### src/common/pe_pkg.sv
package pe_pkg;

  localparam int MEM_WIDTH = 32;  // data bus and flit width
  localparam int MEM_DEPTH = 256;  // scratchpad words
  localparam int MEM_AW = 8;
  localparam int CPU_AW = 12;
  localparam logic [CPU_AW-1:0] MEM_BASE = 12'h000;
  localparam int REG_SEL_BIT = 11;  // set means register region
  localparam int LINK_CREDITS = 4;  // receiver buffer depth per link
  localparam int CREDIT_W = $clog2(LINK_CREDITS + 1);
  localparam logic [CREDIT_W-1:0] CREDIT_INIT = CREDIT_W'(LINK_CREDITS);
  localparam int STATUS_W = 3;  // busy, rx_done, tx_done

  // only write packets exist, anything else gets dropped
  typedef enum logic [7:0] {
    PKT_WRITE = 8'h01
  } pkt_type_e;

  typedef enum logic [2:0] {
    TX_IDLE,
    TX_HEADER,
    TX_ADDR,
    TX_DATA,
    TX_DONE
  } ddma_tx_state_e;

  typedef enum logic [2:0] {
    RX_HEADER,
    RX_ADDR,
    RX_DATA,
    RX_DROP
  } ddma_rx_state_e;

  // word offsets inside the register region
  typedef enum logic [3:0] {
    REG_DEST_NODE = 4'd0,
    REG_LOCAL_ADDR = 4'd1,
    REG_REMOTE_ADDR = 4'd2,
    REG_LENGTH = 4'd3,
    REG_START = 4'd4,
    REG_STATUS = 4'd5,
    REG_IRQ_EN = 4'd6,
    REG_IRQ_CLR = 4'd7
  } reg_addr_e;

  typedef struct packed {
    pkt_type_e opcode;
    logic [7:0] length;  // data flits
    logic [7:0] src_node;
    logic [7:0] dest_node;
  } flit_hdr_t;

  typedef struct packed {
    logic write;
    logic [CPU_AW-1:0] addr;
    logic [MEM_WIDTH-1:0] wdata;
  } cpu_req_t;

  typedef struct packed {
    logic [MEM_WIDTH-1:0] rdata;
  } cpu_rsp_t;

  typedef struct packed {
    logic en;
    logic we;
    logic [MEM_AW-1:0] addr;
    logic [MEM_WIDTH-1:0] data;
  } mem_req_t;

  typedef struct packed {
    logic [7:0] dest_node;
    logic [7:0] local_addr;
    logic [7:0] remote_addr;
    logic [7:0] length;
  } ddma_cmd_t;

  typedef struct packed {
    logic tx;  // flit valid
    logic [MEM_WIDTH-1:0] data;
  } link_t;

endpackage

### src/hw/tcd.sv
`timescale 1ns/1ns

module tcd #(
  parameter logic [7:0] NODE_ADDR = 8'h00
) (
  input  logic clk_i,
  input  logic rst_n_i,
  input  pe_pkg::cpu_req_t reg_req_i,
  input  logic reg_sel_i,
  output logic [pe_pkg::MEM_WIDTH-1:0] reg_rdata_o,
  output pe_pkg::ddma_cmd_t cmd_o,
  output logic cmd_valid_o,
  input  logic cmd_ready_i,
  input  logic tx_done_i,
  input  logic rx_done_i,
  output logic irq_o
);

  pe_pkg::reg_addr_e offset;
  logic wr;
  logic [7:0] dest_q, local_q, remote_q, length_q;
  logic cmd_valid_q;
  logic busy_q, tx_done_q, rx_done_q;
  logic [pe_pkg::STATUS_W-1:0] irq_en_q;
  logic [pe_pkg::STATUS_W-1:0] status;
  logic irq_q;
  logic [pe_pkg::MEM_WIDTH-1:0] rd_mux;

  assign offset = pe_pkg::reg_addr_e'(reg_req_i.addr[3:0]);
  assign wr = reg_sel_i && reg_req_i.write;
  assign status = {busy_q, rx_done_q, tx_done_q};
  assign cmd_o = '{dest_node: dest_q, local_addr: local_q, remote_addr: remote_q,
                   length: length_q};
  assign cmd_valid_o = cmd_valid_q;
  assign irq_o = irq_q;

  always_ff @(posedge clk_i) begin
    if (!rst_n_i) begin
      cmd_valid_q <= 1'b0;
      busy_q <= 1'b0;
      tx_done_q <= 1'b0;
      rx_done_q <= 1'b0;
      irq_en_q <= '0;
      irq_q <= 1'b0;
    end else begin
      irq_q <= |(status & irq_en_q);
      if (cmd_valid_q && cmd_ready_i) cmd_valid_q <= 1'b0;
      if (tx_done_i) busy_q <= 1'b0;
      if (wr) begin
        case (offset)
          pe_pkg::REG_START: begin
            if (!busy_q) begin  // a start while busy is ignored
              cmd_valid_q <= 1'b1;
              busy_q <= 1'b1;
            end
          end
          pe_pkg::REG_IRQ_EN: irq_en_q <= reg_req_i.wdata[pe_pkg::STATUS_W-1:0];
          pe_pkg::REG_IRQ_CLR: begin
            tx_done_q <= tx_done_q & ~reg_req_i.wdata[0];
            rx_done_q <= rx_done_q & ~reg_req_i.wdata[1];
          end
          default: ;
        endcase
      end
      // a new done event beats a clear in the same cycle
      if (tx_done_i) tx_done_q <= 1'b1;
      if (rx_done_i) rx_done_q <= 1'b1;
    end
  end

  always_ff @(posedge clk_i) begin
    if (wr && offset == pe_pkg::REG_DEST_NODE) dest_q <= reg_req_i.wdata[7:0];
    if (wr && offset == pe_pkg::REG_LOCAL_ADDR) local_q <= reg_req_i.wdata[7:0];
    if (wr && offset == pe_pkg::REG_REMOTE_ADDR) remote_q <= reg_req_i.wdata[7:0];
    if (wr && offset == pe_pkg::REG_LENGTH) length_q <= reg_req_i.wdata[7:0];
    if (reg_sel_i && !reg_req_i.write) reg_rdata_o <= rd_mux;
  end

  always_comb begin
    case (offset)
      pe_pkg::REG_DEST_NODE: rd_mux = {24'b0, dest_q};
      pe_pkg::REG_LOCAL_ADDR: rd_mux = {24'b0, local_q};
      pe_pkg::REG_REMOTE_ADDR: rd_mux = {24'b0, remote_q};
      pe_pkg::REG_LENGTH: rd_mux = {24'b0, length_q};
      pe_pkg::REG_STATUS: rd_mux = {16'b0, NODE_ADDR, 5'b0, status};  // own node id too
      pe_pkg::REG_IRQ_EN: rd_mux = {29'b0, irq_en_q};
      default: rd_mux = '0;
    endcase
  end

endmodule

### config.mk
export PLATFORM = sky130hd
export DESIGN_NAME = tcd
export DESIGN_NICKNAME = d
export VERILOG_FILES = /design/src/common/pe_pkg.sv /design/src/hw/tcd.sv
export SDC_FILE = /design/constraint.sdc
export NUM_CORES = 1
export LEC_CHECK = 0
export BUFFER_PORTS_ARGS = -buffer_cell sky130_fd_sc_hd__buf_2
export CORE_MARGIN = 2
export CORE_UTILIZATION = 48
export DETAILED_ROUTE_END_ITERATION = 7
export PLACE_DENSITY_LB_ADDON = 0.05
export SLEW_MARGIN = 5
export SYNTH_ARGS = -nofsm -noshare
export SYNTH_HDL_FRONTEND = slang
export SYNTH_SLANG_ARGS = --single-unit
### constraint.sdc
create_clock -name clk_i -period 4.74 [get_ports clk_i]
set_input_delay 0.711 -clock clk_i [delete_from_list [all_inputs] [get_ports clk_i]]
set_output_delay 0.711 -clock clk_i [all_outputs]
set_load 0.02 [all_outputs]
==> run metrics <==
status=completed; final cycle utilization of the critical path=48.0%; CTS max path bufs=2; Worst-Margin Slew=1.15 ns; Vias/cell=5.28; maximum clock rate=440 MHz; antenna-violating nets left=0; RSZ-0062 raised after global routing=false; cell taking the most area after synthesis=edfxtp_1; IO Pins=117; Pwr per Cell Area=319 nW/um^2; dpl hpwl=3260 um; GRT Total Usage=18.5%; first-pass GRT wire length=7040 um; crit path time final=2.28 ns; Die Footprint=4990 um^2; top-area cell type share of the netlist area=56.4%; Static Leak=0.997 nW; clock slew at reported path FFs=0.09 ns; Slew HR=22.7%; Post-Layout Cell Count=267; CTS buffer count=5; clk sinks=48; clk_lat worst skew=0.30 ns; crit end category=flip-flop; Final Skew=0.00615 ns; Die X=70.6 um; maximum net fanout on the critical path=12; Avg Inst Size Synth=14.1 um^2; final hold vios=0; # nets final=265; placer congestion estimate=0.887; top cells by area, synth=edfxtp_1 56%, buf_4 9.2%, dfxtp_1 7.5%; Seq/Total Area, Yosys=63.9%; layout cells sized above 1=37.7%; Yosys warnings=0; core area=4320 um^2; initial antenna violation count=0; leading cell type in the layout, fill and taps excluded=buf_2; cts hold-fix bufs=0; via count=1410; DRT Pass-1 Iters=4; Die H=70.6 um; Root Buffer=clkbuf_8; Worst Hold Class=reg -> reg; worst r2r path cells=2; Mapped Area=2130 um^2; total length of routed wires=4500 um; area grow syn2layout=16.6%; Fin Setup TNS=0 ns; Yosys reg bits=48; Post-Syn Instances=151; CP arrival=2.19 ns; drc violations=0; Hold Path Cell Cnt=2; Unique masters post-synth=34; largest net degree at the start of global routing=21; DR iter-0 viols=114; # H-tree levels=2; postcts setup bufs=0; Slew Viols, Final=0; Max Cap Viol=0; CP Data Required Time=4.66 ns; Post-CTS Resized=0; most frequent cells in the layout=60 x buf_2, 40 x edfxtp_1, 24 x conb_1; placed insts=259; input/output buffers=60; num rows=24; Worst Setup Start Kind=input port; final setup vio count=0; antenna cells=0; TritonCTS clock tree=built; wire per inst=16.8 um; gr ovfl total=0; Initial Util=49.3%; Max VDD drop=209 uV; vias in the first global route=1421; critical path type=in -> reg
## registers in the layout, indices dropped and copies added, names as in the netlist
| register | flops |
|---|---|
| busy_q | 1 |
| irq_en_q | 3 |
| tx_done_q | 1 |
| cmd_valid_o | 1 |
| remote_q | 8 |
| local_q | 8 |
| reg_rdata_o | 8 |
| irq_o | 1 |
| rx_done_q | 1 |
| length_q | 8 |
| dest_q | 8 |
## per-stage QoR
step / setup WS, ns / util (%) / power, mW / hold slack [ns] / cell area (um^2)
global route: 2.40 / 57.4 / 0.819 / 0.513 / 2480
finish: 2.46 / 57.4 / 0.793 / 0.482 / 2480
detailed placement: 2.13 / 55.3 / 0.551 / 0.470 / 2390
CTS: 2.47 / 57.4 / 0.795 / 0.484 / 2480
global placement: 2.19 / 55.3 / 0.549 / 0.457 / 2390
floorplan: 2.30 / - / 0.543 / 0.462 / 2220
## cells by family (layout without fill, tap and decap cells)
family / count (synthesis) / after routing / share of synthesized area, %
flip-flops: 48 / 48 / 63.9
AO/OA/AOI/OAI: 20 / 20 / 5.81
buffers and inverters: 34 / 75 / 11.1
other: 1 / 24 / 0.176
AND/OR/NAND/NOR: 39 / 39 / 11.7
multiplexers: 9 / 9 / 7.28
## cell type report
cell class	instances	area (um^2)
timing repair buffer	63	323
clock buffer	7	86.3
sequential	48	1360
multi-input combinational	92	626
clock inverter	1	7.51
tap	52	65.1
inverter	4	15.0
fill	368	1840
## power breakdown
part | internal [mW] | leakage (nW) | switching, mW
clock | 0.119 | 0.0445 | 0.132
sequential | 0.464 | 0.435 | 0.00321
combinational | 0.0215 | 0.517 | 0.0535
## cell usage after synthesis, drive strengths merged
cell	count
or4	1
nor3	3
mux2i	2
nand2	3
nand2b	4
nand4b	1
a222oi	1
o21ai	5
or2	1
buf	30
a211o	1
and4b	1
o311ai	1
nor4	2
conb	1
a32oi	2
edfxtp	40
a21oi	8
inv	4
and2	5
mux2	2
nor2b	2
nor2	2
mux4	5
a31oi	1
nor3b	1
nand3b	2
nand3	8
o211ai	1
and3b	1
or3	2
dfxtp	8
## routing by layer
metal  global-route usage, %  part of all wire (%)  up-vias
met1                    24.5                    45      689
li1                        -                     -      640
met4                    8.60                   1.9        0
met5                       0                     0        -
met3                    4.56                   6.6        9
met2                    29.2                    47       72
## final timing paths
kind                           from                       end  slack [ns]
max                   reg_req_i[34]       dest_q[4]$_DFFE_PP_        2.46
min          cmd_valid_o$_SDFF_PN0_    cmd_valid_o$_SDFF_PN0_        0.48
max reg2reg   length_q[4]$_DFFE_PP_  reg_rdata_o[4]$_DFFE_PP_        3.45
min reg2reg  cmd_valid_o$_SDFF_PN0_    cmd_valid_o$_SDFF_PN0_        0.48
## critical path, stage by stage
cell	delay, ns
buf_2	0.19
or2_2	0.35
nor4_2	0.94
(Power assumes the default switching activity.)
