File: config.mk
export PLATFORM = sky130hd
export DESIGN_NAME = mmio
export DESIGN_NICKNAME = d
export VERILOG_FILES = /design/src/common/pe_pkg.sv /design/src/hw/mmio.sv
export SDC_FILE = /design/constraint.sdc
export NUM_CORES = 1
export LEC_CHECK = 0
export BUFFER_PORTS_ARGS = -buffer_cell sky130_fd_sc_hd__buf_2
export CAP_MARGIN = 20
export CELL_PAD_IN_SITES_DETAIL_PLACEMENT = 2
export CELL_PAD_IN_SITES_GLOBAL_PLACEMENT = 2
export CORE_MARGIN = 2
export CORE_UTILIZATION = 11
export CTS_CLUSTER_DIAMETER = 100
export DETAILED_ROUTE_END_ITERATION = 10
export GPL_ROUTABILITY_DRIVEN = 0
export PLACE_DENSITY = 0.8
export SLEW_MARGIN = 20
export SYNTH_ARGS = -nofsm -noshare
export SYNTH_HDL_FRONTEND = slang
export SYNTH_SLANG_ARGS = --single-unit
File: constraint.sdc
create_clock -name clk_i -period 1.27 [get_ports clk_i]
set_clock_uncertainty 0.15 [all_clocks]
set_input_delay 0.127 -clock clk_i [delete_from_list [all_inputs] [get_ports clk_i]]
set_output_delay 0.127 -clock clk_i [all_outputs]
set_load 0.05 [all_outputs]
File: src/common/pe_pkg.sv
package pe_pkg;

  localparam int MEM_WIDTH = 32;  // data bus and flit width
  localparam int MEM_DEPTH = 256;  // scratchpad words
  localparam int MEM_AW = 8;
  localparam int CPU_AW = 12;
  localparam logic [CPU_AW-1:0] MEM_BASE = 12'h000;
  localparam int REG_SEL_BIT = 11;  // set means register region
  localparam int LINK_CREDITS = 4;  // receiver buffer depth per link
  localparam int CREDIT_W = $clog2(LINK_CREDITS + 1);
  localparam logic [CREDIT_W-1:0] CREDIT_INIT = CREDIT_W'(LINK_CREDITS);
  localparam int STATUS_W = 3;  // busy, rx_done, tx_done

  // only write packets exist, anything else gets dropped
  typedef enum logic [7:0] {
    PKT_WRITE = 8'h01
  } pkt_type_e;

  typedef enum logic [2:0] {
    TX_IDLE,
    TX_HEADER,
    TX_ADDR,
    TX_DATA,
    TX_DONE
  } ddma_tx_state_e;

  typedef enum logic [2:0] {
    RX_HEADER,
    RX_ADDR,
    RX_DATA,
    RX_DROP
  } ddma_rx_state_e;

  // word offsets inside the register region
  typedef enum logic [3:0] {
    REG_DEST_NODE = 4'd0,
    REG_LOCAL_ADDR = 4'd1,
    REG_REMOTE_ADDR = 4'd2,
    REG_LENGTH = 4'd3,
    REG_START = 4'd4,
    REG_STATUS = 4'd5,
    REG_IRQ_EN = 4'd6,
    REG_IRQ_CLR = 4'd7
  } reg_addr_e;

  typedef struct packed {
    pkt_type_e opcode;
    logic [7:0] length;  // data flits
    logic [7:0] src_node;
    logic [7:0] dest_node;
  } flit_hdr_t;

  typedef struct packed {
    logic write;
    logic [CPU_AW-1:0] addr;
    logic [MEM_WIDTH-1:0] wdata;
  } cpu_req_t;

  typedef struct packed {
    logic [MEM_WIDTH-1:0] rdata;
  } cpu_rsp_t;

  typedef struct packed {
    logic en;
    logic we;
    logic [MEM_AW-1:0] addr;
    logic [MEM_WIDTH-1:0] data;
  } mem_req_t;

  typedef struct packed {
    logic [7:0] dest_node;
    logic [7:0] local_addr;
    logic [7:0] remote_addr;
    logic [7:0] length;
  } ddma_cmd_t;

  typedef struct packed {
    logic tx;  // flit valid
    logic [MEM_WIDTH-1:0] data;
  } link_t;

endpackage

File: src/hw/mmio.sv
`timescale 1ns/1ns

module mmio (
  input  logic clk_i,
  input  logic rst_n_i,
  input  logic cpu_req_valid_i,
  input  pe_pkg::cpu_req_t cpu_req_i,
  output logic cpu_req_ready_o,
  output logic cpu_rsp_valid_o,
  output pe_pkg::cpu_rsp_t cpu_rsp_o,
  output pe_pkg::mem_req_t mem_o,
  input  logic [pe_pkg::MEM_WIDTH-1:0] mem_rdata_i,
  output pe_pkg::cpu_req_t reg_req_o,
  output logic reg_sel_o,
  input  logic [pe_pkg::MEM_WIDTH-1:0] reg_rdata_i
);

  logic req_acc;
  logic rd_acc;
  logic is_reg;
  logic ready_q;
  logic rsp_valid_q;
  logic rsp_reg_q;  // pending read targets the registers
  logic [pe_pkg::CPU_AW-1:0] mem_off;

  assign req_acc = cpu_req_valid_i && ready_q;
  assign rd_acc = req_acc && !cpu_req_i.write;
  assign is_reg = cpu_req_i.addr[pe_pkg::REG_SEL_BIT];
  assign mem_off = cpu_req_i.addr - pe_pkg::MEM_BASE;

  always_comb begin
    mem_o.en = req_acc && !is_reg;
    mem_o.we = cpu_req_i.write;
    mem_o.addr = mem_off[pe_pkg::MEM_AW-1:0];  // word address
    mem_o.data = cpu_req_i.wdata;
  end

  assign reg_req_o = cpu_req_i;
  assign reg_sel_o = req_acc && is_reg;

  assign cpu_req_ready_o = ready_q;
  assign cpu_rsp_valid_o = rsp_valid_q;
  assign cpu_rsp_o.rdata = rsp_reg_q ? reg_rdata_i : mem_rdata_i;

  // ready drops for the response cycle of a read
  always_ff @(posedge clk_i) begin
    if (!rst_n_i) begin
      ready_q <= 1'b0;
      rsp_valid_q <= 1'b0;
    end else begin
      ready_q <= !rd_acc;
      rsp_valid_q <= rd_acc;
    end
  end

  always_ff @(posedge clk_i) begin
    if (rd_acc) rsp_reg_q <= is_reg;
  end

  a_rsp_after_read: assert property (
    @(posedge clk_i) disable iff (!rst_n_i)
    cpu_rsp_valid_o |-> $past(cpu_req_valid_i && cpu_req_ready_o && !cpu_req_i.write)
  ) else $error("mmio: response without an accepted read");

endmodule

==> flow_summary.toml, run 1 <==
[global_routing]
antenna_found_initial = 0
grt_pass1_vias = 1120
grt_usage_pct = 7.67
grt_pass1_wl_um = 7020
grt-ovfl-total = 0
grt_max_degree = 13

[logic_synthesis]
synth_nets = 243
synth_top_area_share_pct = 50.0
ys_seq_elements = 3
yosysWarnings = 0
syn_inst = 131
synth_area_leaders = "buf_4 50%, mux2_4 35%, buf_12 4.6%, dfxtp_1 3.1%, edfxtp_1 2.3%"
ys_seq_area_share_pct = 5.42
yosysTopAreaCell = "buf_4"
syn_area_um2 = 1290
syn_area_per_cell_um2 = 9.87
ys_types = 12

[cts]
cts_made_buffers = 3
htreeDepth = 1
cts_tree = "built"
insertion_delay_ns = 0.23
cts_sinks = 3
cts_root_buf = "clkbuf_16"
clock_path_buffers = 2
clk_pin_slew_ns = 0.03

[power]
power.leakage_nw = 0.871
ir_drop_mv = 0.598
power_density_nw_per_um2 = 808

[placed_design]
io_buffer_count = 107
placed_area_um2 = 1330
post-dp-hpwl_um = 3860

[setup_path]
critPathMaxFanout = 12
worst_path_max_delay_cell = "edfxtp_1"
arrival_ns = 1.40
rrSetupSlack_ns = 0.29
cpPeakStageDelay_ns = 0.37
critPathLaunchType = "register"
crit_type = "register to output port"
cp_num_buf_inv = 3
cp.required_ns = 0.99
crit_path_end_kind = "output port"
crit_family = "buffers and inverters"
cp_cell_sequence = "buf_4, buf_12, mux2_4, buf_6"

[routing]
drt-initial-drc-count = 34
routed_wl_um = 5040
drt_drc_violations_left = 0
firstDrtPassIters = 3
drt.antenna.violating_nets = 0
avgViaCountPerCell = 3.14
num_vias = 945
wire_per_inst_um = 16.7

[timing]
finalCritPeriodShare_pct = 132
drv_slew = 0
final.setup.tns_ns = -12.24
worst_pin_slew_ns = 0.263
hold_violations = 0
rsz0062_at_grt = "true"
setup_viol = 32
fin_crit_ns = 1.67
maxSlewHeadroom_pct = 82.6
setup_ws_ns = -0.403
clock.fmax_mhz = 598

[layout]
area_growth_pct = 29.8
fin_area_um2 = 1680
insertedDiodeCount = 0
multi_input_area_um2 = 517
fin_nets = 271
layout-drive-gt1-share_pct = 95.6
regArea_um2 = 71.3
fin_util_pct = 14.7
fill_cells = 1315

[floorplanning]
die_x_um = 112
dieArea_um2 = 12600
die_h_um = 112
core_area_um2 = 11400
ios = 234
rows = 39
start_util_pct = 11.3

[job]
max_cap_viol_count = 0

[run_status]
violations = "negative setup slack"
status = "complete, but fails checks"

[worst_hold_path]
hold_class = "input port to register"
## cells by family (layout without fill, tap and decap cells)
group,count (synthesis),in the layout,synth area share (%)
AO/OA/AOI/OAI,1,1,0.581
buffers and inverters,90,117,55.5
flip-flops,3,3,5.42
multiplexers,32,32,36.6
AND/OR/NAND/NOR,5,5,1.94
## metal layers
layer  up-vias  global-route usage (%)  part of all wire [%]  wire length [um]
met3        38                    2.75                    14               702
met2       101                    14.7                    53              2650
li1        393                       -                     -                 -
met5         -                       0                     0                 0
met1       413                    5.86                    27              1350
met4         0                    6.91                   6.7               337
## cells in the mapped netlist
cell type  count
o21a_1         1
mux2_4        30
dfxtp_1        2
mux2_2         2
buf_12         3
nand2_1        1
buf_4         86
nor3b_1        1
buf_6          1
edfxtp_1       1
and3_1         1
nor2_1         2
## power by group
group	total [mW]	internal [mW]	switching [mW]	leakage [nW]
combinational	0.729	0.317	0.412	0.807
sequential	0.107	0.105	0.00252	0.0258
clock	0.519	0.416	0.104	0.0382
total	1.36	0.837	0.519	0.871
## final cells by class
type | instances | area share (%)
tap | 143 | 10.7
timing repair buffer | 113 | 49.6
clock buffer | 4 | 4.70
sequential | 3 | 4.25
multi-input combinational | 38 | 30.8
## sequential cells by signal, indices dropped and copies added, names as in the netlist
register and cells:
cpu_req_ready_o 1, cpu_rsp_valid_o 1, rsp_reg_q 1
## metrics by stage
step | power, mW | hold WS (ns) | cells | setup WS, ns
6_report | 1.36 | 0.0120 | 301 | -0.403
3_3_place_gp | 0.710 | 0.104 | 293 | -0.157
3_5_place_dp | 0.720 | 0.104 | 293 | -0.174
4_1_cts | 1.36 | 0.0159 | 301 | -0.387
5_1_grt | 1.40 | 0.0344 | 301 | -0.424
2_1_floorplan | 1.24 | 0.0528 | 131 | -0.0305
## final timing paths
path / startpoint / endpoint / cells past startpoint
worst min-delay path: cpu_req_i[44] / cpu_rsp_valid_o / 2
worst min register to register: cpu_req_ready_o / cpu_rsp_valid_o / 2
worst max register to register: cpu_req_ready_o / rsp_reg_q / 2
worst max-delay path: rsp_reg_q / cpu_rsp_o[30] / 4
## timing repair
item	CTS	global route
buffers inserted	2	0
endpoints found under the hold margin	1	0
gates resized for setup	69	2
setup endpoints to repair	34	33
gates cloned	1	0
hold buffers	1	0
## worst reg2reg max path, cell delays in order, from the launching register on
cell and delay (ns):
dfxtp_2 0.33, nand2_2 0.09, nor2_1 0.12
## layout by cell type, fill, tap and decap left out, drive strengths merged
cell type    instances
mux2                32
nand2                1
nor2                 2
buf                112
dfxtp                2
nor3b                1
edfxtp               1
o21a                 1
clkbuf               4
and3                 1
dlygate4sd3          1
Note: power is estimated with default switching activity, not from simulation.
==> run 2, diff against run 1 <==
- PLACE_DENSITY: 0.8 -> default
- PLACE_DENSITY_LB_ADDON: default -> 0.1
==> run 2 against run 1 <==
The run ends with negative hold slack, negative setup slack left. First-iteration DRC count shrank 71%. Hold slack worse by 0.012 ns. Routed wire length decreased by 13%. Final cell count rose by 0.66%. Setup slack better by 0.0027 ns. Global-route usage is 1.6 points lower. Final area is 2.9% higher. Sequential power is essentially flat. Core utilization is 0.43 points higher. Largest power group unchanged. Highest routed layer unchanged.
==> flow_summary.toml, run 2 (same netlist as run 1, synthesis figures left out) <==
[timing]
fin_crit_ns = 1.67
worst_pin_slew_ns = 0.260
maxSlewHeadroom_pct = 82.8
hold_violations = 1
whs_ns = -0.000144
rsz0062_at_grt = "true"
drv_slew = 0
finalCritPeriodShare_pct = 132
setup_viol = 32
setup_ws_ns = -0.400
clock.fmax_mhz = 599

[floorplanning]
ios = 234
dieArea_um2 = 12600
start_util_pct = 11.3
core_area_um2 = 11400
die_x_um = 112
die_h_um = 112
rows = 39

[job]
max_cap_viol_count = 0

[routing]
avgViaCountPerCell = 2.95
routed_wl_um = 4360
drt-initial-drc-count = 10
num_vias = 894
firstDrtPassIters = 4
drt.antenna.violating_nets = 0
drt_drc_violations_left = 0
wire_per_inst_um = 14.4

[global_routing]
grt_pass1_wl_um = 5950
antenna_found_initial = 0
grt_max_degree = 21
grt_usage_pct = 6.03
grt_pass1_vias = 980
grt-ovfl-total = 0

[layout]
multi_input_area_um2 = 518
regArea_um2 = 71.3
fill_cells = 1343
area_growth_pct = 33.6
stdcell_count = 303
layout-drive-gt1-share_pct = 95.0
final_common_cell = "buf_2"
final_cell_mix = "74 x buf_2, 33 x buf_6, 31 x mux2_4"
fin_nets = 273
insertedDiodeCount = 0

[cts]
cts_tree = "built"
clk_pin_slew_ns = 0.03
insertion_delay_ns = 0.22
cts_root_buf = "clkbuf_16"
cts_sinks = 3
clock_path_buffers = 2
cts_made_buffers = 3
htreeDepth = 1

[setup_path]
reg2reg_to = "rsp_reg_q"
r2r_start = "cpu_req_ready_o"
rrSetupSlack_ns = 0.24
critPathLaunchType = "register"
critPathMaxFanout = 5
worstSetupStartpoint = "rsp_reg_q"
crit_type = "register to output port"
cpPeakStageDelay_ns = 0.39
cp.required_ns = 0.99
crit_path_end_kind = "output port"
cp_cell_sequence = "buf_6, clkbuf_16, mux2_4, buf_8"
arrival_ns = 1.39
reg2regPathDepth = 2
worst_path_max_delay_cell = "edfxtp_1"

[worst_hold_path]
hold_class = "input port to register"
min_path_cells = 2
min_to = "cpu_rsp_valid_o"
min_from = "cpu_req_i[44]"

[placed_design]
dp_cells = 293
post-dp-hpwl_um = 3790
io_buffer_count = 107

[power]
power.leakage_nw = 0.898
ir_drop_mv = 0.430
power_density_nw_per_um2 = 769

[run_status]
status = "complete, but fails checks"
violations = "negative hold slack, negative setup slack"
run 2: cell count changes in the layout (fill, tap and decap cells not counted), sizes merged:
cell    previous run  this run
clkbuf             4         6
run 2: routing by layer:
| layer | vias up | global-route usage, % | share of wire, % |
|---|---|---|---|
| met1 | 414 | 6.24 | 35 |
| met2 | 67 | 10.8 | 53 |
| li1 | 397 | - | - |
| met3 | 16 | 1.94 | 9.4 |
| met5 | - | 0 | 0 |
| met4 | 0 | 3.33 | 2.5 |
run 2: what timing repair did:
action / CTS / global route
hold buffers: 1 / 0
endpoints found under the setup margin: 33 / 33
endpoints found under the hold margin: 1 / 0
resized for setup: 65 / 5
buffers inserted: 0 / 2
cloned: 0 / 3
run 2: area by class of cell:
class	count	area share [%]
Timing Repair Buffer	115	50.9
Clock buffer	4	4.57
Multi-Input combinational cell	38	30.0
Tap cell	143	10.4
Sequential cell	3	4.13
run 2: worst max-delay path by stage:
| stage | end | slack, ns | cells past startpoint |
|---|---|---|---|
| 2_1_floorplan | cpu_rsp_o[0] | -0.03 | 3 |
| 4_1_cts | cpu_rsp_o[27] | -0.45 | 3 |
| 6_report | cpu_rsp_o[6] | -0.40 | 4 |
| 3_3_place_gp | cpu_rsp_o[7] | -0.19 | 3 |
| 3_5_place_dp | cpu_rsp_o[27] | -0.24 | 3 |
| 5_1_grt | cpu_rsp_o[14] | -0.44 | 4 |
run 2: worst max-delay path, delay by kind of cell, from the launching register on:
kind	cells	cell delay [ns]
buffers and inverters	3	0.47
flip-flops	1	0.39
multiplexers	1	0.30
run 2: stage by stage:
stage | total power, mW | worst slack [ns] | cell area, um^2 | setup TNS (ns) | utilization, %
final | 1.33 | -0.400 | 1730 | -12.40 | 15.1
after CTS | 1.33 | -0.452 | 1630 | -12.96 | 14.3
after global placement | 0.718 | -0.195 | 1340 | -5.75 | 11.7
after global routing | 1.38 | -0.440 | 1730 | -13.73 | 15.1
after floorplan | 1.24 | -0.0305 | 1300 | -0.914 | -
after detailed placement | 0.722 | -0.235 | 1340 | -6.87 | 11.7
run 2: power by group:
part	total [mW]	internal, mW	leakage [nW]	switching [mW]
combinational	0.725	0.324	0.834	0.401
sequential	0.107	0.105	0.0258	0.00210
clock	0.497	0.414	0.0382	0.0826
