<file path="src/common/pe_pkg.sv">
package pe_pkg;

  localparam int MEM_WIDTH = 32;  // data bus and flit width
  localparam int MEM_DEPTH = 256;  // scratchpad words
  localparam int MEM_AW = 8;
  localparam int CPU_AW = 12;
  localparam logic [CPU_AW-1:0] MEM_BASE = 12'h000;
  localparam int REG_SEL_BIT = 11;  // set means register region
  localparam int LINK_CREDITS = 4;  // receiver buffer depth per link
  localparam int CREDIT_W = $clog2(LINK_CREDITS + 1);
  localparam logic [CREDIT_W-1:0] CREDIT_INIT = CREDIT_W'(LINK_CREDITS);
  localparam int STATUS_W = 3;  // busy, rx_done, tx_done

  // only write packets exist, anything else gets dropped
  typedef enum logic [7:0] {
    PKT_WRITE = 8'h01
  } pkt_type_e;

  typedef enum logic [2:0] {
    TX_IDLE,
    TX_HEADER,
    TX_ADDR,
    TX_DATA,
    TX_DONE
  } ddma_tx_state_e;

  typedef enum logic [2:0] {
    RX_HEADER,
    RX_ADDR,
    RX_DATA,
    RX_DROP
  } ddma_rx_state_e;

  // word offsets inside the register region
  typedef enum logic [3:0] {
    REG_DEST_NODE = 4'd0,
    REG_LOCAL_ADDR = 4'd1,
    REG_REMOTE_ADDR = 4'd2,
    REG_LENGTH = 4'd3,
    REG_START = 4'd4,
    REG_STATUS = 4'd5,
    REG_IRQ_EN = 4'd6,
    REG_IRQ_CLR = 4'd7
  } reg_addr_e;

  typedef struct packed {
    pkt_type_e opcode;
    logic [7:0] length;  // data flits
    logic [7:0] src_node;
    logic [7:0] dest_node;
  } flit_hdr_t;

  typedef struct packed {
    logic write;
    logic [CPU_AW-1:0] addr;
    logic [MEM_WIDTH-1:0] wdata;
  } cpu_req_t;

  typedef struct packed {
    logic [MEM_WIDTH-1:0] rdata;
  } cpu_rsp_t;

  typedef struct packed {
    logic en;
    logic we;
    logic [MEM_AW-1:0] addr;
    logic [MEM_WIDTH-1:0] data;
  } mem_req_t;

  typedef struct packed {
    logic [7:0] dest_node;
    logic [7:0] local_addr;
    logic [7:0] remote_addr;
    logic [7:0] length;
  } ddma_cmd_t;

  typedef struct packed {
    logic tx;  // flit valid
    logic [MEM_WIDTH-1:0] data;
  } link_t;

endpackage

</file>
<file path="src/hw/ddma/ddma.sv">
`timescale 1ns/1ns

module ddma #(
  parameter logic [7:0] NODE_ADDR = 8'h00
) (
  input  logic clk_i,
  input  logic rst_n_i,
  input  pe_pkg::ddma_cmd_t cmd_i,
  input  logic cmd_valid_i,
  output logic cmd_ready_o,
  output pe_pkg::mem_req_t mem_o,
  input  logic [pe_pkg::MEM_WIDTH-1:0] mem_rdata_i,
  output pe_pkg::link_t link_o,
  input  logic credit_i,
  input  pe_pkg::link_t link_i,
  output logic credit_o,
  output logic tx_done_o,
  output logic rx_done_o
);

  pe_pkg::ddma_tx_state_e tx_state_q;
  pe_pkg::ddma_rx_state_e rx_state_q;
  pe_pkg::ddma_cmd_t cmd_q;
  pe_pkg::flit_hdr_t tx_hdr;
  pe_pkg::flit_hdr_t rx_hdr;
  logic [pe_pkg::CREDIT_W-1:0] credit_cnt_q;
  logic [pe_pkg::MEM_AW-1:0] rd_addr_q;
  logic [pe_pkg::MEM_AW-1:0] wr_addr_q;
  logic [7:0] rd_left_q;
  logic [7:0] tx_left_q;
  logic [8:0] rx_left_q;  // a dropped packet also counts its address flit
  logic rd_pend_q;  // read issued last cycle, data on mem_rdata_i
  logic hold_v_q;
  logic [pe_pkg::MEM_WIDTH-1:0] hold_q;
  logic link_tx_q;
  logic [pe_pkg::MEM_WIDTH-1:0] link_data_q;
  logic credit_q;
  logic tx_send;
  logic data_send;
  logic rd_issue;
  logic rx_wr;
  logic [pe_pkg::MEM_WIDTH-1:0] tx_flit;

  assign cmd_ready_o = (tx_state_q == pe_pkg::TX_IDLE);
  assign tx_done_o = (tx_state_q == pe_pkg::TX_DONE);
  assign link_o = '{tx: link_tx_q, data: link_data_q};
  assign credit_o = credit_q;

  assign tx_hdr = '{
    opcode: pe_pkg::PKT_WRITE,
    length: cmd_q.length,
    src_node: NODE_ADDR,
    dest_node: cmd_q.dest_node
  };
  assign rx_hdr = pe_pkg::flit_hdr_t'(link_i.data);

  // data flit comes from the holding register or straight from the ram
  assign data_send = (tx_state_q == pe_pkg::TX_DATA) && (hold_v_q || rd_pend_q) &&
                     (credit_cnt_q != '0);
  // at most one word in flight or held, receive side owns the port first
  assign rd_issue = (tx_state_q == pe_pkg::TX_DATA) && (rd_left_q != '0) && !rx_wr &&
                    (!(hold_v_q || rd_pend_q) || data_send);
  assign rx_wr = (rx_state_q == pe_pkg::RX_DATA) && link_i.tx;

  always_comb begin
    tx_send = 1'b0;
    tx_flit = hold_v_q ? hold_q : mem_rdata_i;
    case (tx_state_q)
      pe_pkg::TX_HEADER: begin
        tx_send = (credit_cnt_q != '0);
        tx_flit = tx_hdr;
      end
      pe_pkg::TX_ADDR: begin
        tx_send = (credit_cnt_q != '0);
        tx_flit = {24'b0, cmd_q.remote_addr};  // zero extended
      end
      pe_pkg::TX_DATA: tx_send = data_send;
      default: ;
    endcase
  end

  always_comb begin
    mem_o.en = rx_wr || rd_issue;
    mem_o.we = rx_wr;
    mem_o.addr = rx_wr ? wr_addr_q : rd_addr_q;
    mem_o.data = link_i.data;
  end

  assign rx_done_o = link_i.tx &&
                     (((rx_state_q == pe_pkg::RX_DATA) && (rx_left_q == 9'd1)) ||
                      ((rx_state_q == pe_pkg::RX_ADDR) && (rx_left_q == 9'd0)));

  always_ff @(posedge clk_i) begin
    if (!rst_n_i) begin
      tx_state_q <= pe_pkg::TX_IDLE;
      credit_cnt_q <= pe_pkg::CREDIT_INIT;
      rd_pend_q <= 1'b0;
      hold_v_q <= 1'b0;
      link_tx_q <= 1'b0;
      rd_left_q <= '0;
      tx_left_q <= '0;
    end else begin
      credit_cnt_q <= credit_cnt_q - tx_send + credit_i;
      link_tx_q <= tx_send;
      rd_pend_q <= rd_issue;
      hold_v_q <= (hold_v_q || rd_pend_q) && !data_send;
      if (rd_issue) rd_left_q <= rd_left_q - 8'd1;
      if (data_send) tx_left_q <= tx_left_q - 8'd1;
      case (tx_state_q)
        pe_pkg::TX_IDLE: begin
          if (cmd_valid_i) begin
            rd_left_q <= cmd_i.length;
            tx_left_q <= cmd_i.length;
            tx_state_q <= pe_pkg::TX_HEADER;
          end
        end
        pe_pkg::TX_HEADER: if (tx_send) tx_state_q <= pe_pkg::TX_ADDR;
        pe_pkg::TX_ADDR: begin
          if (tx_send) begin
            tx_state_q <= (cmd_q.length == '0) ? pe_pkg::TX_DONE : pe_pkg::TX_DATA;
          end
        end
        pe_pkg::TX_DATA: if (data_send && tx_left_q == 8'd1) tx_state_q <= pe_pkg::TX_DONE;
        default: tx_state_q <= pe_pkg::TX_IDLE;  // done pulse lasts one cycle
      endcase
    end
  end

  always_ff @(posedge clk_i) begin
    link_data_q <= tx_flit;
    if (cmd_valid_i && cmd_ready_o) begin
      cmd_q <= cmd_i;
      rd_addr_q <= cmd_i.local_addr;
    end else if (rd_issue) begin
      rd_addr_q <= rd_addr_q + 8'd1;
    end
    if (rd_pend_q && !data_send) hold_q <= mem_rdata_i;
  end

  // every flit is consumed on arrival, so credits go straight back
  always_ff @(posedge clk_i) begin
    if (!rst_n_i) begin
      rx_state_q <= pe_pkg::RX_HEADER;
      credit_q <= 1'b0;
      rx_left_q <= '0;
    end else begin
      credit_q <= link_i.tx;
      if (link_i.tx) begin
        case (rx_state_q)
          pe_pkg::RX_HEADER: begin
            if (rx_hdr.opcode == pe_pkg::PKT_WRITE) begin
              rx_left_q <= {1'b0, rx_hdr.length};
              rx_state_q <= pe_pkg::RX_ADDR;
            end else begin
              rx_left_q <= {1'b0, rx_hdr.length} + 9'd1;
              rx_state_q <= pe_pkg::RX_DROP;
            end
          end
          pe_pkg::RX_ADDR: begin
            rx_state_q <= (rx_left_q == '0) ? pe_pkg::RX_HEADER : pe_pkg::RX_DATA;
          end
          default: begin  // data or drop
            rx_left_q <= rx_left_q - 9'd1;
            if (rx_left_q == 9'd1) rx_state_q <= pe_pkg::RX_HEADER;
          end
        endcase
      end
    end
  end

  always_ff @(posedge clk_i) begin
    if (link_i.tx && rx_state_q == pe_pkg::RX_ADDR) begin
      wr_addr_q <= link_i.data[pe_pkg::MEM_AW-1:0];
    end else if (rx_wr) begin
      wr_addr_q <= wr_addr_q + 8'd1;  // wraps at MEM_DEPTH
    end
  end

  a_credit_before_flit: assert property (
    @(posedge clk_i) disable iff (!rst_n_i)
    link_o.tx |-> $past(credit_cnt_q) != '0
  ) else $error("ddma: flit sent without credit");

  // peer returned more credits than it has buffer slots
  a_credit_bound: assert property (
    @(posedge clk_i) disable iff (!rst_n_i)
    credit_cnt_q <= pe_pkg::LINK_CREDITS
  ) else $error("ddma: credit counter at %0d", credit_cnt_q);

endmodule

</file>
<file path="config.mk">
export PLATFORM = sky130hd
export DESIGN_NAME = ddma
export DESIGN_NICKNAME = d
export VERILOG_FILES = /design/src/common/pe_pkg.sv /design/src/hw/ddma/ddma.sv
export SDC_FILE = /design/constraint.sdc
export NUM_CORES = 1
export LEC_CHECK = 0
export CORE_ASPECT_RATIO = 0.7
export CORE_MARGIN = 2
export CORE_UTILIZATION = 35
export DETAILED_ROUTE_END_ITERATION = 10
export DONT_BUFFER_PORTS = 1
export HOLD_SLACK_MARGIN = 0.03
export REMOVE_ABC_BUFFERS = 1
export SYNTH_ARGS = -nofsm -noshare
export SYNTH_HDL_FRONTEND = slang
export SYNTH_SLANG_ARGS = --single-unit
</file>
<file path="constraint.sdc">
create_clock -name clk_i -period 3.56 [get_ports clk_i]
set_input_delay 0.356 -clock clk_i [delete_from_list [all_inputs] [get_ports clk_i]]
set_output_delay 0.356 -clock clk_i [all_outputs]
set_load 0.02 [all_outputs]
</file>
==> out/results.ini, run 1 <==
[clocking]
cts_num_sinks=141
insertion_delay_ps=420
cts_tree=done
post_cts_resized=0
post_cts_buffers=0
cts_buffer_depth=2
cts_max_level=4
root_buffer=clkbuf_16
clkTransAtPathRegs_ps=60
cts_buffers=17

[logic_synthesis]
ys.flop_type=edfxtp_1
synth_cell_types=76
syn_avg_cell_area_um2=10.52
synth_edf_count=72
synthMuxAreaShare_pct=5.042
synthAdderAreaFrac_pct=2.327
synth-xor-area-share_pct=2.327
synth_compound_area_share_pct=12.82
synthSimpleGateAreaFrac_pct=18.34
syn_inst=644
synth-seq-area-share_pct=52.30
ys_seq_elements=141
ys_warn_count=0
syn_area_um2=6775
async_flop_share_pct=0
synth_top_family_by_area=simple AND/OR/NAND/NOR gates

[timing]
slew_viol_final=0
hold_slack_ps=70.98
clock.fmax_mhz=329.7
period_needed_ps=3033
slew_headroom_pct=34.74
fin_crit_sh_pct=85.19
setup_viol_count_final=0
finalClockSkew_ps=7.526
rsz0062_at_grt=false
hold_violations=0
final.setup.tns_ps=0
setup_ws_ps=527.1
tightest_slew_ps=976.8

[routing]
firstDrtPassIters=5
via_count=4960
drc=0
vias_per_cell=5.415
postRouteAntennaNets=0
wirelength_um=17120
wl_per_cell_um=18.69
drtIter0Drc=432

[setup_path]
slowest_stage=dfxtp_1
critical_path_class=reg2out
crit_top_cell=buf_4
cp_max_fo=26
cp-startpoint=rx_state_q[1]
critPathLaunchType=flop
rr_startpoint=tx_state_q[1]
slowest_delay_ps=860
r2r-end=credit_cnt_q[2]
critPathArrivalTime_ps=2680
worstSetupEndpointType=output port
reg2reg_slack_ps=740
worstRegToRegCells=10
crit_buf_inv=3
cp_cell_sequence=nand3b_2 > inv_1 > buf_4 > a22oi_1 > nor3b_1 > buf_4
critPathTopFamily=flip-flops
crit_required_ps=3200

[power_and_ir_drop]
pwr-share-seq_pct=45.3
power.total_mw=5.792
p_leak_nw=2.797
switching_power_mw=2.071
p_clk_share_pct=30.5
switching_share_pct=35.75
comb_power_share_pct=24.2
cellPowerDensity_nw_per_um2=733.9
ir_worst_vdd_v=0.0003510
p_int_mw=3.721

[placed_design]
place_area_um2=6731
hpwl_um=11800
place_congestion=0.8758
placed_cells=826
portBuffers=0
place_ws_ps=768.9

[cells_and_area]
fin_cells=916
seq_area_um2=3545
multi_input_area_um2=2779
drive_gt1_share_pct=9.212
finalNetCount=773
design_area_um2=7893
fill_cells=1771
area_delta_synth_final_pct=16.49
final_util_pct=41.72

[grt]
grt_pass1_wl_um=26700
antenna_found_initial=1
grt_max_degree=50
grt_overflow=0
grt_pass1_vias=4968
grt_usage_pct=16.98

[worst_hold_path]
hold_path.class=in2reg
min-delay-start=rst_n_i
min_path_cells=1
hold_end=rx_left_q[7]

[run_status]
outcome=completed

[floorplanning]
core_area_um2=18920
start_util_pct=35.81
die-area_um2=20500
die_w_um=170.3
chipHeight_um=120.4
top_level_ports=180
num_rows=42

[job]
drv_cap=0

-- cells by family after synthesis --
group,after synthesis
compound gates,129
xor+xnor,18
fa+ha+maj,12
buf+inv,83
flops,141
mux,34
simple gates,227
-- power groups by stage --
stage               Clock (mW)  Sequential (mW)  Combinational (mW)
floorplan                    0             2.58               0.999
global placement             0             2.64                1.27
detailed placement           0             2.66                1.32
CTS                       1.80             2.63                1.39
global route              1.88             2.67                1.54
finish                    1.77             2.63                1.40
-- worst register-to-register path, cell delays in order, from the launching register on --
cell and delay (ps):
dfxtp_1 660, or2b_1 430, a21oi_2 130, a21o_1 210
ha_1 280, inv_1 40, ha_1 180, fa_1 380
xnor2_1 200, xnor2_1 140, nand2_1 70
-- sequential cells by signal, indices dropped and copies added (netlist names) --
signal,cells
credit_o,1
tx_left_q,8
cmd_q,24
rd_pend_q,1
hold_q,32
rx_state_q,2
wr_addr_q,8
link_tx_q,1
rd_left_q,8
link_data_q,32
credit_cnt_q,3
hold_v_q,1
tx_state_q,3
rd_addr_q,8
rx_left_q,9
-- Yosys cell counts (all sizes together), types with 2 or more instances --
library cell | instances | area (µm²)
o22a | 8 | 70.07
or4b | 3 | 33.78
edfxtp | 72 | 2162
nor4 | 5 | 31.28
a311oi | 5 | 43.79
dfxtp | 69 | 1381
mux2i | 33 | 330.3
nand4 | 2 | 27.53
buf | 49 | 336.6
inv | 18 | 67.56
a31oi | 9 | 56.30
a22oi | 2 | 15.01
clkbuf | 16 | 60.06
nor2 | 41 | 156.4
a21o | 5 | 37.54
nor4b | 5 | 43.79
nor3b | 7 | 62.56
and4 | 4 | 35.03
or4 | 5 | 41.29
and2 | 5 | 31.28
nand3b | 5 | 41.29
o31a | 3 | 26.28
or3 | 10 | 62.56
o211ai | 7 | 71.32
xor2 | 8 | 70.07
nor3 | 19 | 127.6
a211oi | 10 | 80.07
or2 | 4 | 27.53
nand3 | 16 | 80.08
nor2b | 2 | 12.51
o2111ai | 3 | 26.28
and3 | 9 | 56.30
a21oi | 22 | 110.1
nand2 | 72 | 270.3
xnor2 | 10 | 87.58
o31ai | 3 | 22.52
ha | 11 | 137.6
o221ai | 2 | 17.52
a21boi | 2 | 15.01
nand2b | 7 | 43.79
o21ai | 38 | 190.2
-- area by class of cell --
type                       count  share of cell area (%)
inverter                      18                  0.8561
clock buffer                  17                   5.390
multi-input combinational    420                   35.21
tap                          242                   3.836
sequential                   141                   44.91
timing repair buffer          62                   7.704
clock inverter                15                   2.061
antenna                        1                 0.03171
-- layer usage --
layer / GRT usage [%] / up-vias / routed length [µm]
li1: - / 2355 / -
met1: 23.02 / 2405 / 7900
met5: 0 / - / 0
met3: 5.401 / 18 / 1195
met2: 25.46 / 182 / 7757
met4: 6.143 / 0 / 268
-- placed cells by master (no fill, tap or decap), drive strengths merged, types with 8 or more instances in the layout --
| cell | instances |
|---|---|
| and3 | 9 |
| o21ai | 38 |
| xor2 | 8 |
| a211oi | 10 |
| nor2 | 41 |
| dlygate4sd3 | 57 |
| xnor2 | 10 |
| clkbuf | 17 |
| ha | 11 |
| nand2 | 72 |
| dfxtp | 69 |
| nor3 | 19 |
| or3 | 10 |
| a31oi | 9 |
| a21oi | 22 |
| edfxtp | 72 |
| mux2i | 33 |
| nand3 | 16 |
| o22a | 8 |
| inv | 23 |
-- how the worst max path moves through the flow --
stage          cells past startpoint              end  slack, ps
6_report                           6        rx_done_o        530
5_1_grt                            6        rx_done_o        370
4_1_cts                            6        rx_done_o        530
3_5_place_dp                      10  credit_cnt_q[2]        770
3_3_place_gp                      10  credit_cnt_q[2]        900
2_1_floorplan                     10  credit_cnt_q[2]        450
-- repair_timing --
action,in CTS,in global routing
hold buffers,57,0
endpoints found under the setup margin,0,0
endpoints found under the hold margin,57,0
(Power assumes the default switching activity.)
==> inputs of run 2 (changes only) <==
- CTS_BUF_LIST: not set -> sky130_fd_sc_hd__clkbuf_16
- REMOVE_ABC_BUFFERS: 1 -> not set
==> run 2 against run 1 <==
Net effect:
- sequential share of layout area shrank 0.17 points
- setup slack worse by 110 ps
- clock-buffer cell count stayed put
- via count fell by 0.32%
- combinational power shrank 4%
- final cell count is the same
- register-to-register slack gained 50 ps
- global-route usage down 0.51 points
- sequential power is essentially flat
- power grew 0.42%
- die area is the same
- design area up 0.38%
- critical endpoint is now mem_o[41]
- largest cell class unchanged
- highest routed layer unchanged
==> out/results.ini, run 2 (same netlist as run 1, synthesis figures left out) <==
[run_status]
outcome=completed  ; unchanged

[clocking]
cts_max_level=4  ; unchanged
clkTransAtPathRegs_ps=60  ; about the same
cts_tree=done  ; unchanged
insertion_delay_ps=430  ; was 420 ps
cts_num_sinks=141  ; unchanged
postCtsHoldBufs=57  ; unchanged
cts_buffers=17  ; unchanged
root_buffer=clkbuf_16  ; unchanged
cts_buffer_depth=2  ; unchanged
post_cts_resized=0  ; unchanged
post_cts_buffers=0  ; unchanged

[placed_design]
placed_cells=825  ; was 826
hpwl_um=11350  ; was 11800 µm
portBuffers=0  ; unchanged
place_congestion=0.8575  ; was 0.8758
place_ws_ps=784.2  ; was 768.9 ps

[routing]
vias_per_cell=5.397  ; was 5.415
via_count=4944  ; was 4960
firstDrtPassIters=5  ; unchanged
postRouteAntennaNets=0  ; unchanged
drtIter0Drc=499  ; was 432
drc=0  ; unchanged
wirelength_um=16500  ; was 17120 µm
wl_per_cell_um=18.02  ; was 18.69 µm

[setup_path]
cp_max_fo=26  ; unchanged
worstRegToRegCells=10  ; unchanged
worstSetupEndpointType=output port  ; unchanged
slowest_stage=dfxtp_1  ; unchanged
crit_required_ps=3200  ; about the same
cp-startpoint=rx_state_q[1]  ; unchanged
cp_cell_sequence=nand3b_2 > inv_1 > a211oi_2 > nand2_1 > nand2_1  ; was nand3b_2 > inv_1 > buf_4 > a22oi_1 > nor3b_1 > buf_4
crit_top_cell=nand2_1  ; was buf_4
r2r-end=credit_cnt_q[2]  ; unchanged
rr_startpoint=tx_state_q[1]  ; unchanged
critPathArrivalTime_ps=2790  ; was 2680 ps
critical_path_class=reg2out  ; unchanged
critPathLaunchType=flop  ; unchanged
critPathTopFamily=flip-flops  ; unchanged
crit_buf_inv=1  ; was 3
slowest_delay_ps=860  ; about the same
reg2reg_slack_ps=790  ; was 740 ps

[floorplanning]
core_area_um2=18920  ; unchanged
top_level_ports=180  ; unchanged
die-area_um2=20500  ; unchanged
num_rows=42  ; unchanged
start_util_pct=35.81  ; unchanged
chipHeight_um=120.4  ; unchanged
die_w_um=170.3  ; unchanged

[timing]
hold_violations=0  ; unchanged
period_needed_ps=3141  ; was 3033 ps
finalClockSkew_ps=15.24  ; was 7.526 ps
slew_headroom_pct=35.28  ; was 34.74%
setup_viol_count_final=0  ; unchanged
rsz0062_at_grt=false  ; unchanged
slew_viol_final=0  ; unchanged
tightest_slew_ps=968.7  ; was 976.8 ps
setup_ws_ps=418.8  ; was 527.1 ps
final.setup.tns_ps=0  ; unchanged
clock.fmax_mhz=318.3  ; was 329.7 MHz
fin_crit_sh_pct=88.24  ; was 85.19%

[cells_and_area]
top_regs=hold_q (32), link_data_q (32), cmd_q (24)  ; unchanged
final_util_pct=41.88  ; was 41.72%
fin_cells=916  ; unchanged
area_delta_synth_final_pct=16.93  ; was 16.49%
drive_gt1_share_pct=9.375  ; was 9.212%
finalNetCount=772  ; was 773
final_cell_mix=nand2_1, edfxtp_1, dfxtp_1  ; unchanged

[worst_hold_path]
hold_end=rx_left_q[7]  ; unchanged
hold_path.class=in2reg  ; unchanged
min-delay-start=rst_n_i  ; unchanged
min_path_cells=1  ; unchanged

[grt]
grt_max_degree=50  ; unchanged
grt_pass1_vias=4875  ; was 4968
grt_pass1_wl_um=26160  ; was 26700 µm
antenna_found_initial=2  ; was 1
grt_overflow=0  ; unchanged
grt_usage_pct=16.47  ; was 16.98%

[job]
drv_cap=0  ; unchanged

[power_and_ir_drop]
ir_worst_vdd_v=0.0003848  ; was 0.0003510 V
p_leak_nw=2.813  ; was 2.797 nW
cellPowerDensity_nw_per_um2=734.1  ; was 733.9 nW/µm²

[logic_synthesis]
synth_fp_nets=757

-- run 2: cell count changes in the layout (fill, tap and decap cells not counted), sizes merged --
cell      before  now
buf            5    4
bufinv         2    1
clkinv         6    7
clkinvlp       2    0
diode          1    2
inv           23   25
-- run 2: layer usage --
| layer | wire, µm | vias to the layer above | GRT usage [%] | share of wire, % |
|---|---|---|---|---|
| li1 | - | 2351 | - | - |
| met1 | 7796 | 2403 | 22.37 | 47 |
| met2 | 7499 | 174 | 25.18 | 45 |
| met3 | 1018 | 16 | 4.975 | 6.2 |
| met4 | 186 | 0 | 5.235 | 1.1 |
| met5 | 0 | - | 0 | 0 |
-- run 2: worst max-delay path by stage --
| stage | end | slack [ps] | cells past startpoint |
|---|---|---|---|
| 3_3_place_gp | rd_addr_q[3] | 970 | 5 |
| 3_5_place_dp | credit_cnt_q[2] | 780 | 10 |
| 6_report | mem_o[41] | 420 | 5 |
| 2_1_floorplan | hold_q[0] | 850 | 3 |
| 5_1_grt | mem_o[41] | 260 | 5 |
| 4_1_cts | mem_o[41] | 420 | 5 |
-- run 2: worst register-to-register path: stages (launching register included) --
cell      delay, ps
dfxtp_1         650
nand3b_1        300
nor3_4          430
a21o_1          150
ha_1            130
inv_1            40
ha_1            180
fa_1            370
xnor2_1         200
xnor2_1         150
nand2_1          70
-- run 2: metrics by stage --
step | total power, mW | area, µm² | hold WS [ps]
2_1_floorplan | 3.692 | 6775 | 443.8
3_3_place_gp | 3.894 | 6724 | 429.8
3_5_place_dp | 3.961 | 6724 | 431.7
4_1_cts | 5.847 | 7918 | 35.65
5_1_grt | 6.125 | 7923 | 46.17
6_report | 5.816 | 7923 | 58.23
-- run 2: power breakdown --
part | switching, mW | total [mW] | internal, mW
Combinational | 0.822 | 1.35 | 0.532
Sequential | 0.495 | 2.64 | 2.14
Clock | 0.810 | 1.82 | 1.01
-- run 2: final cells by class --
cell class,count,area [µm²]
diodes,2,5.005
clock buffers,17,425.4
clock inverters,15,197.7
fillers,1810,11000
inverters,18,67.56
multi-input cells,420,2779
flip-flops and latches,141,3545
well taps,242,302.8
repair buffers,61,600.6
